**src/hdl/armCtrl_params.svh**
```systemverilog
`ifndef ARMCTRL_PARAMS_SVH
`define ARMCTRL_PARAMS_SVH

// Instruction word
`define INSTR_W     32

// Condition field
`define COND_MSB    31
`define COND_LSB    28

// Data processing opcode
`define OPC_MSB     24
`define OPC_LSB     21

// Destination register
`define RD_MSB      15
`define RD_LSB      12

// Single control bits
`define I_BIT       25  // Immediate operand or register offset
`define U_BIT       23  // Offset added to base
`define B_BIT       22  // Byte transfer
`define HIMM_BIT    22  // Immediate offset in halfword transfers
`define S_BIT       20  // Set condition flags
`define L_BIT       20  // Load, shares the position of S

`define MASK_W      4   // Byte lanes on the data bus
`define PIPE_DEPTH  3   // Stages after Decode

`endif

```
**src/hdl/armCtrlPkg.sv**
```systemverilog
`include "armCtrl_params.svh"

package armCtrlPkg;

  // ========================================
  // Encodings
  // ========================================

  typedef enum logic [3:0] {
    condEq, condNe, condCs, condCc,   // Z and C tests
    condMi, condPl, condVs, condVc,   // N and V tests
    condHi, condLs, condGe, condLt,   // Unsigned and signed compares
    condGt, condLe, condAl, condNv
  } condT;

  typedef enum logic [3:0] {
    opAnd, opEor, opSub, opRsb,
    opAdd, opAdc, opSbc, opRsc,
    opTst, opTeq, opCmp, opCmn,       // Compare group, no register write
    opOrr, opMov, opBic, opMvn
  } aluOpT;

  // Zero is the no-op so a cleared register is a bubble
  typedef enum logic [2:0] {
    nop, dpImm, dpReg, mult, ldrStr, ldrStrHalf, branch
  } instrClassT;

  typedef enum logic [1:0] {
    sizeWord, sizeHalf, sizeByte
  } accessSizeT;

  // ========================================
  // Control records
  // ========================================

  typedef struct packed {
    logic n;
    logic z;
    logic c;
    logic v;
  } flagsT;

  typedef struct packed {
    instrClassT instrClass;
    aluOpT      aluOp;
    logic       aluSrc;          // Immediate operand B
    logic       regWrite;
    logic [1:0] flagWrite;       // [1] NZ, [0] CV
    logic       branch;
    logic       pcWrite;
  } decodeCtrlT;

  typedef struct packed {
    logic       memAccess;
    logic       store;
    accessSizeT size;
    logic [1:0] signedLoad;      // [1] signed byte, [0] signed halfword
  } memDecodeT;

  typedef struct packed {
    aluOpT aluControl;
    logic  aluSrc;
    logic  branchTaken;
  } exCtrlT;

  typedef struct packed {
    logic               memWrite;
    logic               memtoReg;
    logic [`MASK_W-1:0] byteMask;
    accessSizeT         size;
    logic [1:0]         signedLoad;
  } memCtrlT;

  typedef struct packed {
    logic       regWrite;
    logic       memtoReg;
    logic       pcSrc;
    accessSizeT size;
    logic [1:0] signedLoad;
  } wbCtrlT;

  // ========================================
  // Transfer signatures
  // ========================================

  // LDR/STR word and byte
  // Register offset with bit 4 set is the undefined space
  function automatic logic isWordXfer(logic [`INSTR_W-1:0] instr);
    return (instr[27:26] == 2'b01) && !(instr[`I_BIT] && instr[4]);
  endfunction

  // LDRH/STRH/LDRSB/LDRSH
  // SH of 00 is multiply or swap, signed stores are not supported
  function automatic logic isHalfXfer(logic [`INSTR_W-1:0] instr);
    logic [1:0] sh;
    sh = instr[6:5];
    return (instr[27:25] == 3'b000) && instr[7] && instr[4] &&
           ((sh == 2'b01) || (instr[`L_BIT] && (sh != 2'b00)));
  endfunction

endpackage

```
**src/hdl/armController.sv**
```systemverilog
`timescale 1ns/1ps
`include "armCtrl_params.svh"

module armController (
  input  logic                clk,
  input  logic                rstN,
  input  logic                stall,      // Freezes every stage and the flags
  input  logic                flushE,     // Bubble into Execute
  input  logic [`INSTR_W-1:0] instrD,
  input  armCtrlPkg::flagsT   aluFlagsE,
  input  logic [1:0]          aluAddrE,
  output armCtrlPkg::exCtrlT  exCtrlE,
  output armCtrlPkg::memCtrlT memCtrlM,
  output armCtrlPkg::wbCtrlT  wbCtrlW,
  output armCtrlPkg::flagsT   flags
);

  armCtrlPkg::decodeCtrlT dec;          // Class and ALU side
  armCtrlPkg::memDecodeT  mem;          // Load/store side

  instrDecoder i_instrDecoder (
    .instrD (instrD),
    .dec    (dec)
  );

  memAccessDecoder i_memAccessDecoder (
    .instrD (instrD),
    .mem    (mem)
  );

  ctrlPipeline i_ctrlPipeline (
    .clk       (clk),
    .rstN      (rstN),
    .stall     (stall),
    .flushE    (flushE),
    .instrD    (instrD),
    .dec       (dec),
    .mem       (mem),
    .aluFlagsE (aluFlagsE),
    .aluAddrE  (aluAddrE),
    .exCtrlE   (exCtrlE),
    .memCtrlM  (memCtrlM),
    .wbCtrlW   (wbCtrlW),
    .flags     (flags)
  );

endmodule

```
**src/hdl/condUnit.sv**
```systemverilog
`timescale 1ns/1ps

module condUnit (
  input  logic              clk,
  input  logic              rstN,
  input  logic              stall,
  input  armCtrlPkg::condT  cond,
  input  armCtrlPkg::flagsT aluFlags,
  input  logic [1:0]        flagWrite,  // [1] NZ, [0] CV
  output logic              condEx,
  output armCtrlPkg::flagsT flags
);

  logic ge;                             // Signed greater or equal

  assign ge = (flags.n == flags.v);

  // ========================================
  // Condition table
  // ========================================

  always_comb begin
    case (cond)
      armCtrlPkg::condEq: condEx = flags.z;
      armCtrlPkg::condNe: condEx = !flags.z;
      armCtrlPkg::condCs: condEx = flags.c;
      armCtrlPkg::condCc: condEx = !flags.c;
      armCtrlPkg::condMi: condEx = flags.n;
      armCtrlPkg::condPl: condEx = !flags.n;
      armCtrlPkg::condVs: condEx = flags.v;
      armCtrlPkg::condVc: condEx = !flags.v;
      armCtrlPkg::condHi: condEx = flags.c && !flags.z;
      armCtrlPkg::condLs: condEx = !flags.c || flags.z;
      armCtrlPkg::condGe: condEx = ge;
      armCtrlPkg::condLt: condEx = !ge;
      armCtrlPkg::condGt: condEx = !flags.z && ge;
      armCtrlPkg::condLe: condEx = flags.z || !ge;
      armCtrlPkg::condAl: condEx = 1'b1;
      default:            condEx = 1'b0;  // NV never executes
    endcase
  end

  // ========================================
  // NZCV register
  // ========================================

  always_ff @(posedge clk) begin
    if (!rstN) begin
      flags <= '0;
    end else if (condEx && !stall) begin
      if (flagWrite[1]) begin
        flags.n <= aluFlags.n;
        flags.z <= aluFlags.z;
      end
      if (flagWrite[0]) begin           // Arithmetic only
        flags.c <= aluFlags.c;
        flags.v <= aluFlags.v;
      end
    end
  end

  // Held flags must survive a stalled edge
  assert property (@(posedge clk) disable iff (!rstN) stall |=> $stable(flags))
    else $error("condUnit: flags changed during stall");

endmodule

```
**src/hdl/ctrlPipeline.sv**
```systemverilog
`timescale 1ns/1ps
`include "armCtrl_params.svh"

module ctrlPipeline (
  input  logic                   clk,
  input  logic                   rstN,
  input  logic                   stall,
  input  logic                   flushE,
  input  logic [`INSTR_W-1:0]    instrD,
  input  armCtrlPkg::decodeCtrlT dec,
  input  armCtrlPkg::memDecodeT  mem,
  input  armCtrlPkg::flagsT      aluFlagsE,
  input  logic [1:0]             aluAddrE,   // Low address bits from the ALU
  output armCtrlPkg::exCtrlT     exCtrlE,
  output armCtrlPkg::memCtrlT    memCtrlM,
  output armCtrlPkg::wbCtrlT     wbCtrlW,
  output armCtrlPkg::flagsT      flags
);

  armCtrlPkg::decodeCtrlT decE;
  armCtrlPkg::memDecodeT  memE;
  armCtrlPkg::condT       condE;
  logic                   condEx;
  logic [`MASK_W-1:0]     byteMaskE;
  armCtrlPkg::memCtrlT    memCtrlE;
  armCtrlPkg::wbCtrlT     wbCtrlE;
  armCtrlPkg::wbCtrlT     wbCtrlM;

  // ========================================
  // Decode to Execute
  // ========================================

  always_ff @(posedge clk) begin
    if (!rstN) begin
      decE  <= '0;
      memE  <= '0;
      condE <= armCtrlPkg::condEq;
    end else if (!stall) begin
      if (flushE) begin                 // Bubble, all enables low
        decE  <= '0;
        memE  <= '0;
        condE <= armCtrlPkg::condEq;
      end else begin
        decE  <= dec;
        memE  <= mem;
        condE <= armCtrlPkg::condT'(instrD[`COND_MSB:`COND_LSB]);
      end
    end
  end

  condUnit i_condUnit (
    .clk       (clk),
    .rstN      (rstN),
    .stall     (stall),
    .cond      (condE),
    .aluFlags  (aluFlagsE),
    .flagWrite (decE.flagWrite),
    .condEx    (condEx),
    .flags     (flags)
  );

  // Lane select from the low address bits
  always_comb begin
    byteMaskE = '0;
    if (memE.memAccess) begin
      case (memE.size)
        armCtrlPkg::sizeHalf: byteMaskE = aluAddrE[1] ? 4'b1100 : 4'b0011;
        armCtrlPkg::sizeByte: byteMaskE = {{(`MASK_W-1){1'b0}}, 1'b1} << aluAddrE;
        default:              byteMaskE = '1;  // Whole word
      endcase
    end
  end

  // Condition gating of every write enable
  always_comb begin
    exCtrlE.aluControl  = decE.aluOp;
    exCtrlE.aluSrc      = decE.aluSrc;
    exCtrlE.branchTaken = decE.branch && condEx;

    memCtrlE.memWrite   = memE.memAccess && memE.store && condEx;
    memCtrlE.memtoReg   = memE.memAccess && !memE.store;  // Result mux select
    memCtrlE.byteMask   = byteMaskE;
    memCtrlE.size       = memE.size;
    memCtrlE.signedLoad = memE.signedLoad;

    wbCtrlE.regWrite    = decE.regWrite && condEx;
    wbCtrlE.memtoReg    = memCtrlE.memtoReg;
    wbCtrlE.pcSrc       = decE.pcWrite && condEx;
    wbCtrlE.size        = memE.size;
    wbCtrlE.signedLoad  = memE.signedLoad;
  end

  // ========================================
  // Memory and Writeback
  // ========================================

  always_ff @(posedge clk) begin
    if (!rstN) begin
      memCtrlM <= '0;
      wbCtrlM  <= '0;
      wbCtrlW  <= '0;
    end else if (!stall) begin
      memCtrlM <= memCtrlE;
      wbCtrlM  <= wbCtrlE;              // Carried for Writeback
      wbCtrlW  <= wbCtrlM;
    end
  end

  assert property (@(posedge clk) disable iff (!rstN)
    !(memCtrlM.memWrite && memCtrlM.memtoReg))
    else $error("ctrlPipeline: store and load at once in Memory");

  // Writeback is a bubble right after reset
  assert property (@(posedge clk) !rstN |=> (wbCtrlW == '0))
    else $error("ctrlPipeline: Writeback not cleared by reset");

endmodule

```
**src/hdl/instrDecoder.sv**
```systemverilog
`timescale 1ns/1ps
`include "armCtrl_params.svh"

module instrDecoder (
  input  logic [`INSTR_W-1:0]    instrD,
  output armCtrlPkg::decodeCtrlT dec
);

  armCtrlPkg::instrClassT instrClass;
  armCtrlPkg::aluOpT      opcode;
  logic                   sBit;
  logic                   isCompare;    // TST TEQ CMP CMN
  logic                   isArith;      // Opcodes that produce C and V
  logic                   isMsrSpace;   // Compare group without S is MSR/MRS
  logic                   isMult;
  logic                   rdIsPc;

  assign opcode     = armCtrlPkg::aluOpT'(instrD[`OPC_MSB:`OPC_LSB]);
  assign sBit       = instrD[`S_BIT];
  assign isCompare  = (instrD[`OPC_MSB:`OPC_MSB-1] == 2'b10);
  assign isMsrSpace = isCompare && !sBit;
  assign isMult     = (instrD[27:22] == 6'b000000) && (instrD[7:4] == 4'b1001); // MUL, MLA
  assign rdIsPc     = (instrD[`RD_MSB:`RD_LSB] == 4'hF);

  always_comb begin
    case (opcode)
      armCtrlPkg::opSub, armCtrlPkg::opRsb, armCtrlPkg::opAdd, armCtrlPkg::opAdc,
      armCtrlPkg::opSbc, armCtrlPkg::opRsc, armCtrlPkg::opCmp, armCtrlPkg::opCmn:
        isArith = 1'b1;
      default:
        isArith = 1'b0;                 // Logical group keeps C and V
    endcase
  end

  // ========================================
  // Classification
  // ========================================

  always_comb begin
    instrClass = armCtrlPkg::nop;       // SWI, undefined, LDM/STM, coprocessor
    if (armCtrlPkg::isWordXfer(instrD))
      instrClass = armCtrlPkg::ldrStr;
    else if (armCtrlPkg::isHalfXfer(instrD))
      instrClass = armCtrlPkg::ldrStrHalf;
    else if (instrD[27:25] == 3'b101)
      instrClass = armCtrlPkg::branch;
    else if (isMult)
      instrClass = armCtrlPkg::mult;
    else if ((instrD[27:25] == 3'b001) && !isMsrSpace)
      instrClass = armCtrlPkg::dpImm;
    else if ((instrD[27:25] == 3'b000) && !instrD[4] && !isMsrSpace)
      instrClass = armCtrlPkg::dpReg;   // Immediate shift only
  end

  // ========================================
  // Control word
  // ========================================

  always_comb begin
    dec            = '0;
    dec.instrClass = instrClass;
    dec.aluOp      = armCtrlPkg::opAdd; // Address and branch target adds
    case (instrClass)
      armCtrlPkg::dpImm, armCtrlPkg::dpReg: begin
        dec.aluOp     = opcode;
        dec.aluSrc    = (instrClass == armCtrlPkg::dpImm);
        dec.regWrite  = !isCompare;
        dec.flagWrite = {sBit, sBit && isArith};
        dec.pcWrite   = !isCompare && rdIsPc;
      end
      armCtrlPkg::mult: begin
        dec.regWrite  = 1'b1;
        dec.flagWrite = {sBit, 1'b0};   // NZ only
      end
      armCtrlPkg::ldrStr, armCtrlPkg::ldrStrHalf: begin
        dec.aluOp    = instrD[`U_BIT] ? armCtrlPkg::opAdd : armCtrlPkg::opSub;
        dec.aluSrc   = (instrClass == armCtrlPkg::ldrStr) ? !instrD[`I_BIT]
                                                          : instrD[`HIMM_BIT];
        dec.regWrite = instrD[`L_BIT];  // Loads write Rd
        dec.pcWrite  = instrD[`L_BIT] && rdIsPc;
      end
      armCtrlPkg::branch: begin
        dec.aluSrc  = 1'b1;             // PC plus offset
        dec.branch  = 1'b1;
        dec.pcWrite = 1'b1;
      end
      default: ;                        // Nop keeps the cleared word
    endcase
  end

endmodule

```
**src/hdl/memAccessDecoder.sv**
```systemverilog
`timescale 1ns/1ps
`include "armCtrl_params.svh"

module memAccessDecoder (
  input  logic [`INSTR_W-1:0]   instrD,
  output armCtrlPkg::memDecodeT mem
);

  logic       wordXfer;
  logic       halfXfer;
  logic       load;
  logic [1:0] sh;                     // Halfword type bits

  assign wordXfer = armCtrlPkg::isWordXfer(instrD);
  assign halfXfer = armCtrlPkg::isHalfXfer(instrD);
  assign load     = instrD[`L_BIT];
  assign sh       = instrD[6:5];

  always_comb begin
    mem = '0;                         // Not a memory instruction
    if (wordXfer) begin
      mem.memAccess = 1'b1;
      mem.store     = !load;
      mem.size      = instrD[`B_BIT] ? armCtrlPkg::sizeByte : armCtrlPkg::sizeWord;
    end else if (halfXfer) begin
      mem.memAccess = 1'b1;
      mem.store     = !load;          // Only STRH reaches here as a store
      // SH 10 is LDRSB, 01 and 11 move halfwords
      mem.size = (sh == 2'b10) ? armCtrlPkg::sizeByte : armCtrlPkg::sizeHalf;
      mem.signedLoad = {sh == 2'b10, sh == 2'b11};
    end
  end

endmodule

```
**config.mk**
```make
export PLATFORM = sky130hd
export DESIGN_NAME = armController
export DESIGN_NICKNAME = d
export VERILOG_FILES = /design/src/hdl/armCtrlPkg.sv /design/src/hdl/armController.sv /design/src/hdl/condUnit.sv /design/src/hdl/ctrlPipeline.sv /design/src/hdl/instrDecoder.sv /design/src/hdl/memAccessDecoder.sv
export VERILOG_INCLUDE_DIRS = /design/src /design/src/hdl
export SDC_FILE = /design/constraint.sdc
export NUM_CORES = 1
export LEC_CHECK = 0
export BUFFER_PORTS_ARGS = -buffer_cell sky130_fd_sc_hd__clkbuf_2
export CAP_MARGIN = 15
export CORE_ASPECT_RATIO = 1.1
export CORE_UTILIZATION = 45
export CTS_CLUSTER_SIZE = 12
export DETAILED_ROUTE_END_ITERATION = 10
export HOLD_SLACK_MARGIN = 0.03
export PLACE_DENSITY = 0.69
export SYNTH_ARGS = -nofsm -noshare
export SYNTH_HDL_FRONTEND = slang
export SYNTH_SLANG_ARGS = --single-unit
```
**constraint.sdc**
```tcl
create_clock -name clk -period 2.6 [get_ports clk]
set_clock_uncertainty 0.15 [all_clocks]
set_input_delay 0.13 -clock clk [delete_from_list [all_inputs] [get_ports clk]]
set_output_delay 0.13 -clock clk [all_outputs]
set_load 0.02 [all_outputs]
```
==> results.sh <==
export IMPL_status="finished, final reports clean"
export IMPL_worst_setup_path_end_kind="flip-flop"
export IMPL_path_clk_slew_ns=0.08
export IMPL_dpl_worst_slack_ns=0.495
export IMPL_tightest_slew_ns=0.624
export IMPL_synth_fp_nets=303
export IMPL_powerDensity_mw_per_mm2=465
export IMPL_period_needed_ns=2.47
export IMPL_synth_cell_type_count=49
export IMPL_grt_max_degree=31
export IMPL_layout_common_cells="clkbuf_2, dfxtp_1, nor2_1"
export IMPL_dpl_hpwl_microns=3310
export IMPL_diodes=0
export IMPL_grt_pass1_wl_microns=7510
export IMPL_final_util_pct=57.2
export IMPL_ys_seq_area_share_pct=39.6
export IMPL_synth_top_area_share_pct=39.6
export IMPL_synth_top_family_by_area="simple AND/OR/NAND/NOR gates"
export IMPL_synthCells=259
export IMPL_setup_viol=0
export IMPL_die_h_microns=74.9
export IMPL_cts_sinks=43
export IMPL_port_buffers=56
export IMPL_slew_headroom_pct=58.0
export IMPL_path_class="in2reg"
export IMPL_grtUsageTotal_pct=19.3
export IMPL_ys_seq_elements=43
export IMPL_synthTopCellsByArea="dfxtp_1, mux2i_1, nor2_1"
export IMPL_ir_worst_vdd_mv=0.246
export IMPL_drt_total_wl_microns=4680
export IMPL_cts_tree="yes"
export IMPL_synth_edf_count=0
export IMPL_hold_class="in2reg"
export IMPL_syn_avg_cell_area_sq_um=8.39
export IMPL_synth_xor_xnor_area_share_pct=0.806
export IMPL_async_reset_ff_share_pct=0
export IMPL_synth_area_sq_mm=0.00217
export IMPL_cts_inserted_buffers=5
export IMPL_die_width_microns=68.3
export IMPL_syn2layout_area_growth_pct=22.5
export IMPL_ios=69
export IMPL_dieArea_sq_mm=0.00511
export IMPL_dp_cells=348
export IMPL_final_setup_tns_ns=0
export IMPL_cts_htree_levels=2
export IMPL_synthAdderAreaFrac_pct=1.15
export IMPL_path_max_fanout=7
export IMPL_clock_path_buffers=2
export IMPL_drive_gt1_share_pct=24.7
export IMPL_core_sq_mm=0.00465
export IMPL_postCtsSetupRepairBufs=0
export IMPL_fmax_ghz=0.405
export IMPL_finalWeightedCongestion=0.921
export IMPL_dr_total_vias=1965
export IMPL_insertion_delay_ns=0.29
export IMPL_drc=0
export IMPL_ant_nets=0
export IMPL_p_leak_nw=1.08
export IMPL_start_util_pct=46.7
export IMPL_period_share_pct=94.9
export IMPL_vias_per_cell=5.28
export IMPL_antenna_found_initial=0
export IMPL_grt_overflow_total=0
export IMPL_cp_start_kind="input pin"
export IMPL_stdcell_count=372
export IMPL_synth_compound_area_share_pct=19.1
export IMPL_grt_pass1_vias=1748
export IMPL_yosys_area_top_type="dfxtp_1"
export IMPL_wl_per_cell_microns=12.6
export IMPL_rows=26
export IMPL_crit_required_ns=2.68
export IMPL_synthMuxAreaShare_pct=9.04
export IMPL_ys_flop_type="dfxtp_1"
export IMPL_rsz0062_at_grt="false"
export IMPL_hold_viol=0
export IMPL_yosysWarnings=0
export IMPL_drv_cap=0
export IMPL_drtPass1Iterations=4
export IMPL_final_common_cell="clkbuf_2"
export IMPL_cts_root_buf="clkbuf_8"
export IMPL_yosys_area_share_simple_pct=21.8
export IMPL_drtIter0Drc=78
export IMPL_worstPathArrival_ns=2.54
export IMPL_fin_ws_ns=0.132
export IMPL_nets=360
export IMPL_total_power_w=0.00124
export IMPL_drv_slew=0
## timing repair
item	CTS	global route
setup endpoints to repair	0	1
gates resized for setup	0	1
hold endpoints to repair	14	0
hold buffers	17	0
## path summary, 6_finish.rpt
| kind | startpoint | endpoint | slack (ns) | cells past startpoint |
|---|---|---|---|---|
| min reg2reg | i_ctrlPipeline.memE[5] | i_ctrlPipeline.memE[5] | 0.31 | 2 |
| max reg2reg | i_ctrlPipeline.condE[1] | i_ctrlPipeline.i_condUnit.flags[2] | 0.51 | 5 |
| max | instrD[27] | i_ctrlPipeline.decE[0] | 0.13 | 8 |
| min | instrD[20] | i_ctrlPipeline.decE[2] | 0.05 | 3 |
## state kept, by name (all words and copies together), names as in the netlist
| signal | cells |
|---|---|
| i_ctrlPipeline.i_condUnit.flags | 4 |
| i_ctrlPipeline.memCtrlM | 5 |
| i_ctrlPipeline.wbCtrlW | 7 |
| i_ctrlPipeline.exCtrlE | 5 |
| i_ctrlPipeline.decE | 5 |
| i_ctrlPipeline.memE | 2 |
| i_ctrlPipeline.condE | 4 |
| i_ctrlPipeline.wbCtrlM | 7 |
| i_ctrlPipeline.memCtrlE | 4 |
## cell families after synthesis
| logic type | after synthesis |
|---|---|
| AND/OR/NAND/NOR | 98 |
| adder cells (fa/ha/maj) | 2 |
| multiplexers | 19 |
| flip-flops | 43 |
| buffers and inverters | 36 |
| AO/OA/AOI/OAI | 59 |
| XOR/XNOR | 2 |
## routing by layer
metal / part of all wire [%] / track usage (%) / routed length (microns)
met1: 48 / 23.6 / 2220
met2: 49 / 34.0 / 2290
met3: 2.5 / 2.73 / 119
met4: 0.86 / 7.18 / 40
met5: 0 / 0 / 0
## critical path, stage by stage
cell           delay (ns)
dlygate4sd3_1        0.54
clkbuf_2             0.16
nor3_2               0.21
a32oi_1              0.17
a2bb2oi_1            0.18
or4_1                0.47
dlygate4sd3_1        0.56
a31oi_1              0.12
## final cells by class
type | count | area, sq um
Clock buffer | 6 | 82.6
Clock inverter | 1 | 5.00
Timing Repair Buffer | 76 | 473
Sequential cell | 43 | 861
Inverter | 10 | 37.5
Multi-Input combinational cell | 180 | 1130
Tap cell | 56 | 70.1
Fill cell | 441 | 1990
## stage by stage
stage,hold slack [ns],area (sq um)
floorplan,0.122,2170
global placement,0.213,2400
detailed placement,0.219,2400
global route,0.0766,2660
finish,0.0534,2660
CTS,0.0434,2660
## synth_stat cells (all sizes together) (4+ instances only)
library cell / instances
buf: 17
nand2b: 7
clkbuf: 9
nand3: 7
nor2: 29
nor2b: 5
and2: 4
mux2i: 17
dfxtp: 43
o21ai: 8
inv: 9
a22oi: 7
nand2: 28
o31ai: 4
a21oi: 17
a32oi: 4
## report_power, final
group	leakage, nW	internal, W	total (W)	switching (W)
Sequential	0.347	0.000666	0.000674	0.00000872
Combinational	0.684	0.0000641	0.000140	0.0000758
Clock	0.0470	0.000208	0.000424	0.000215
(Power assumes the default switching activity.)
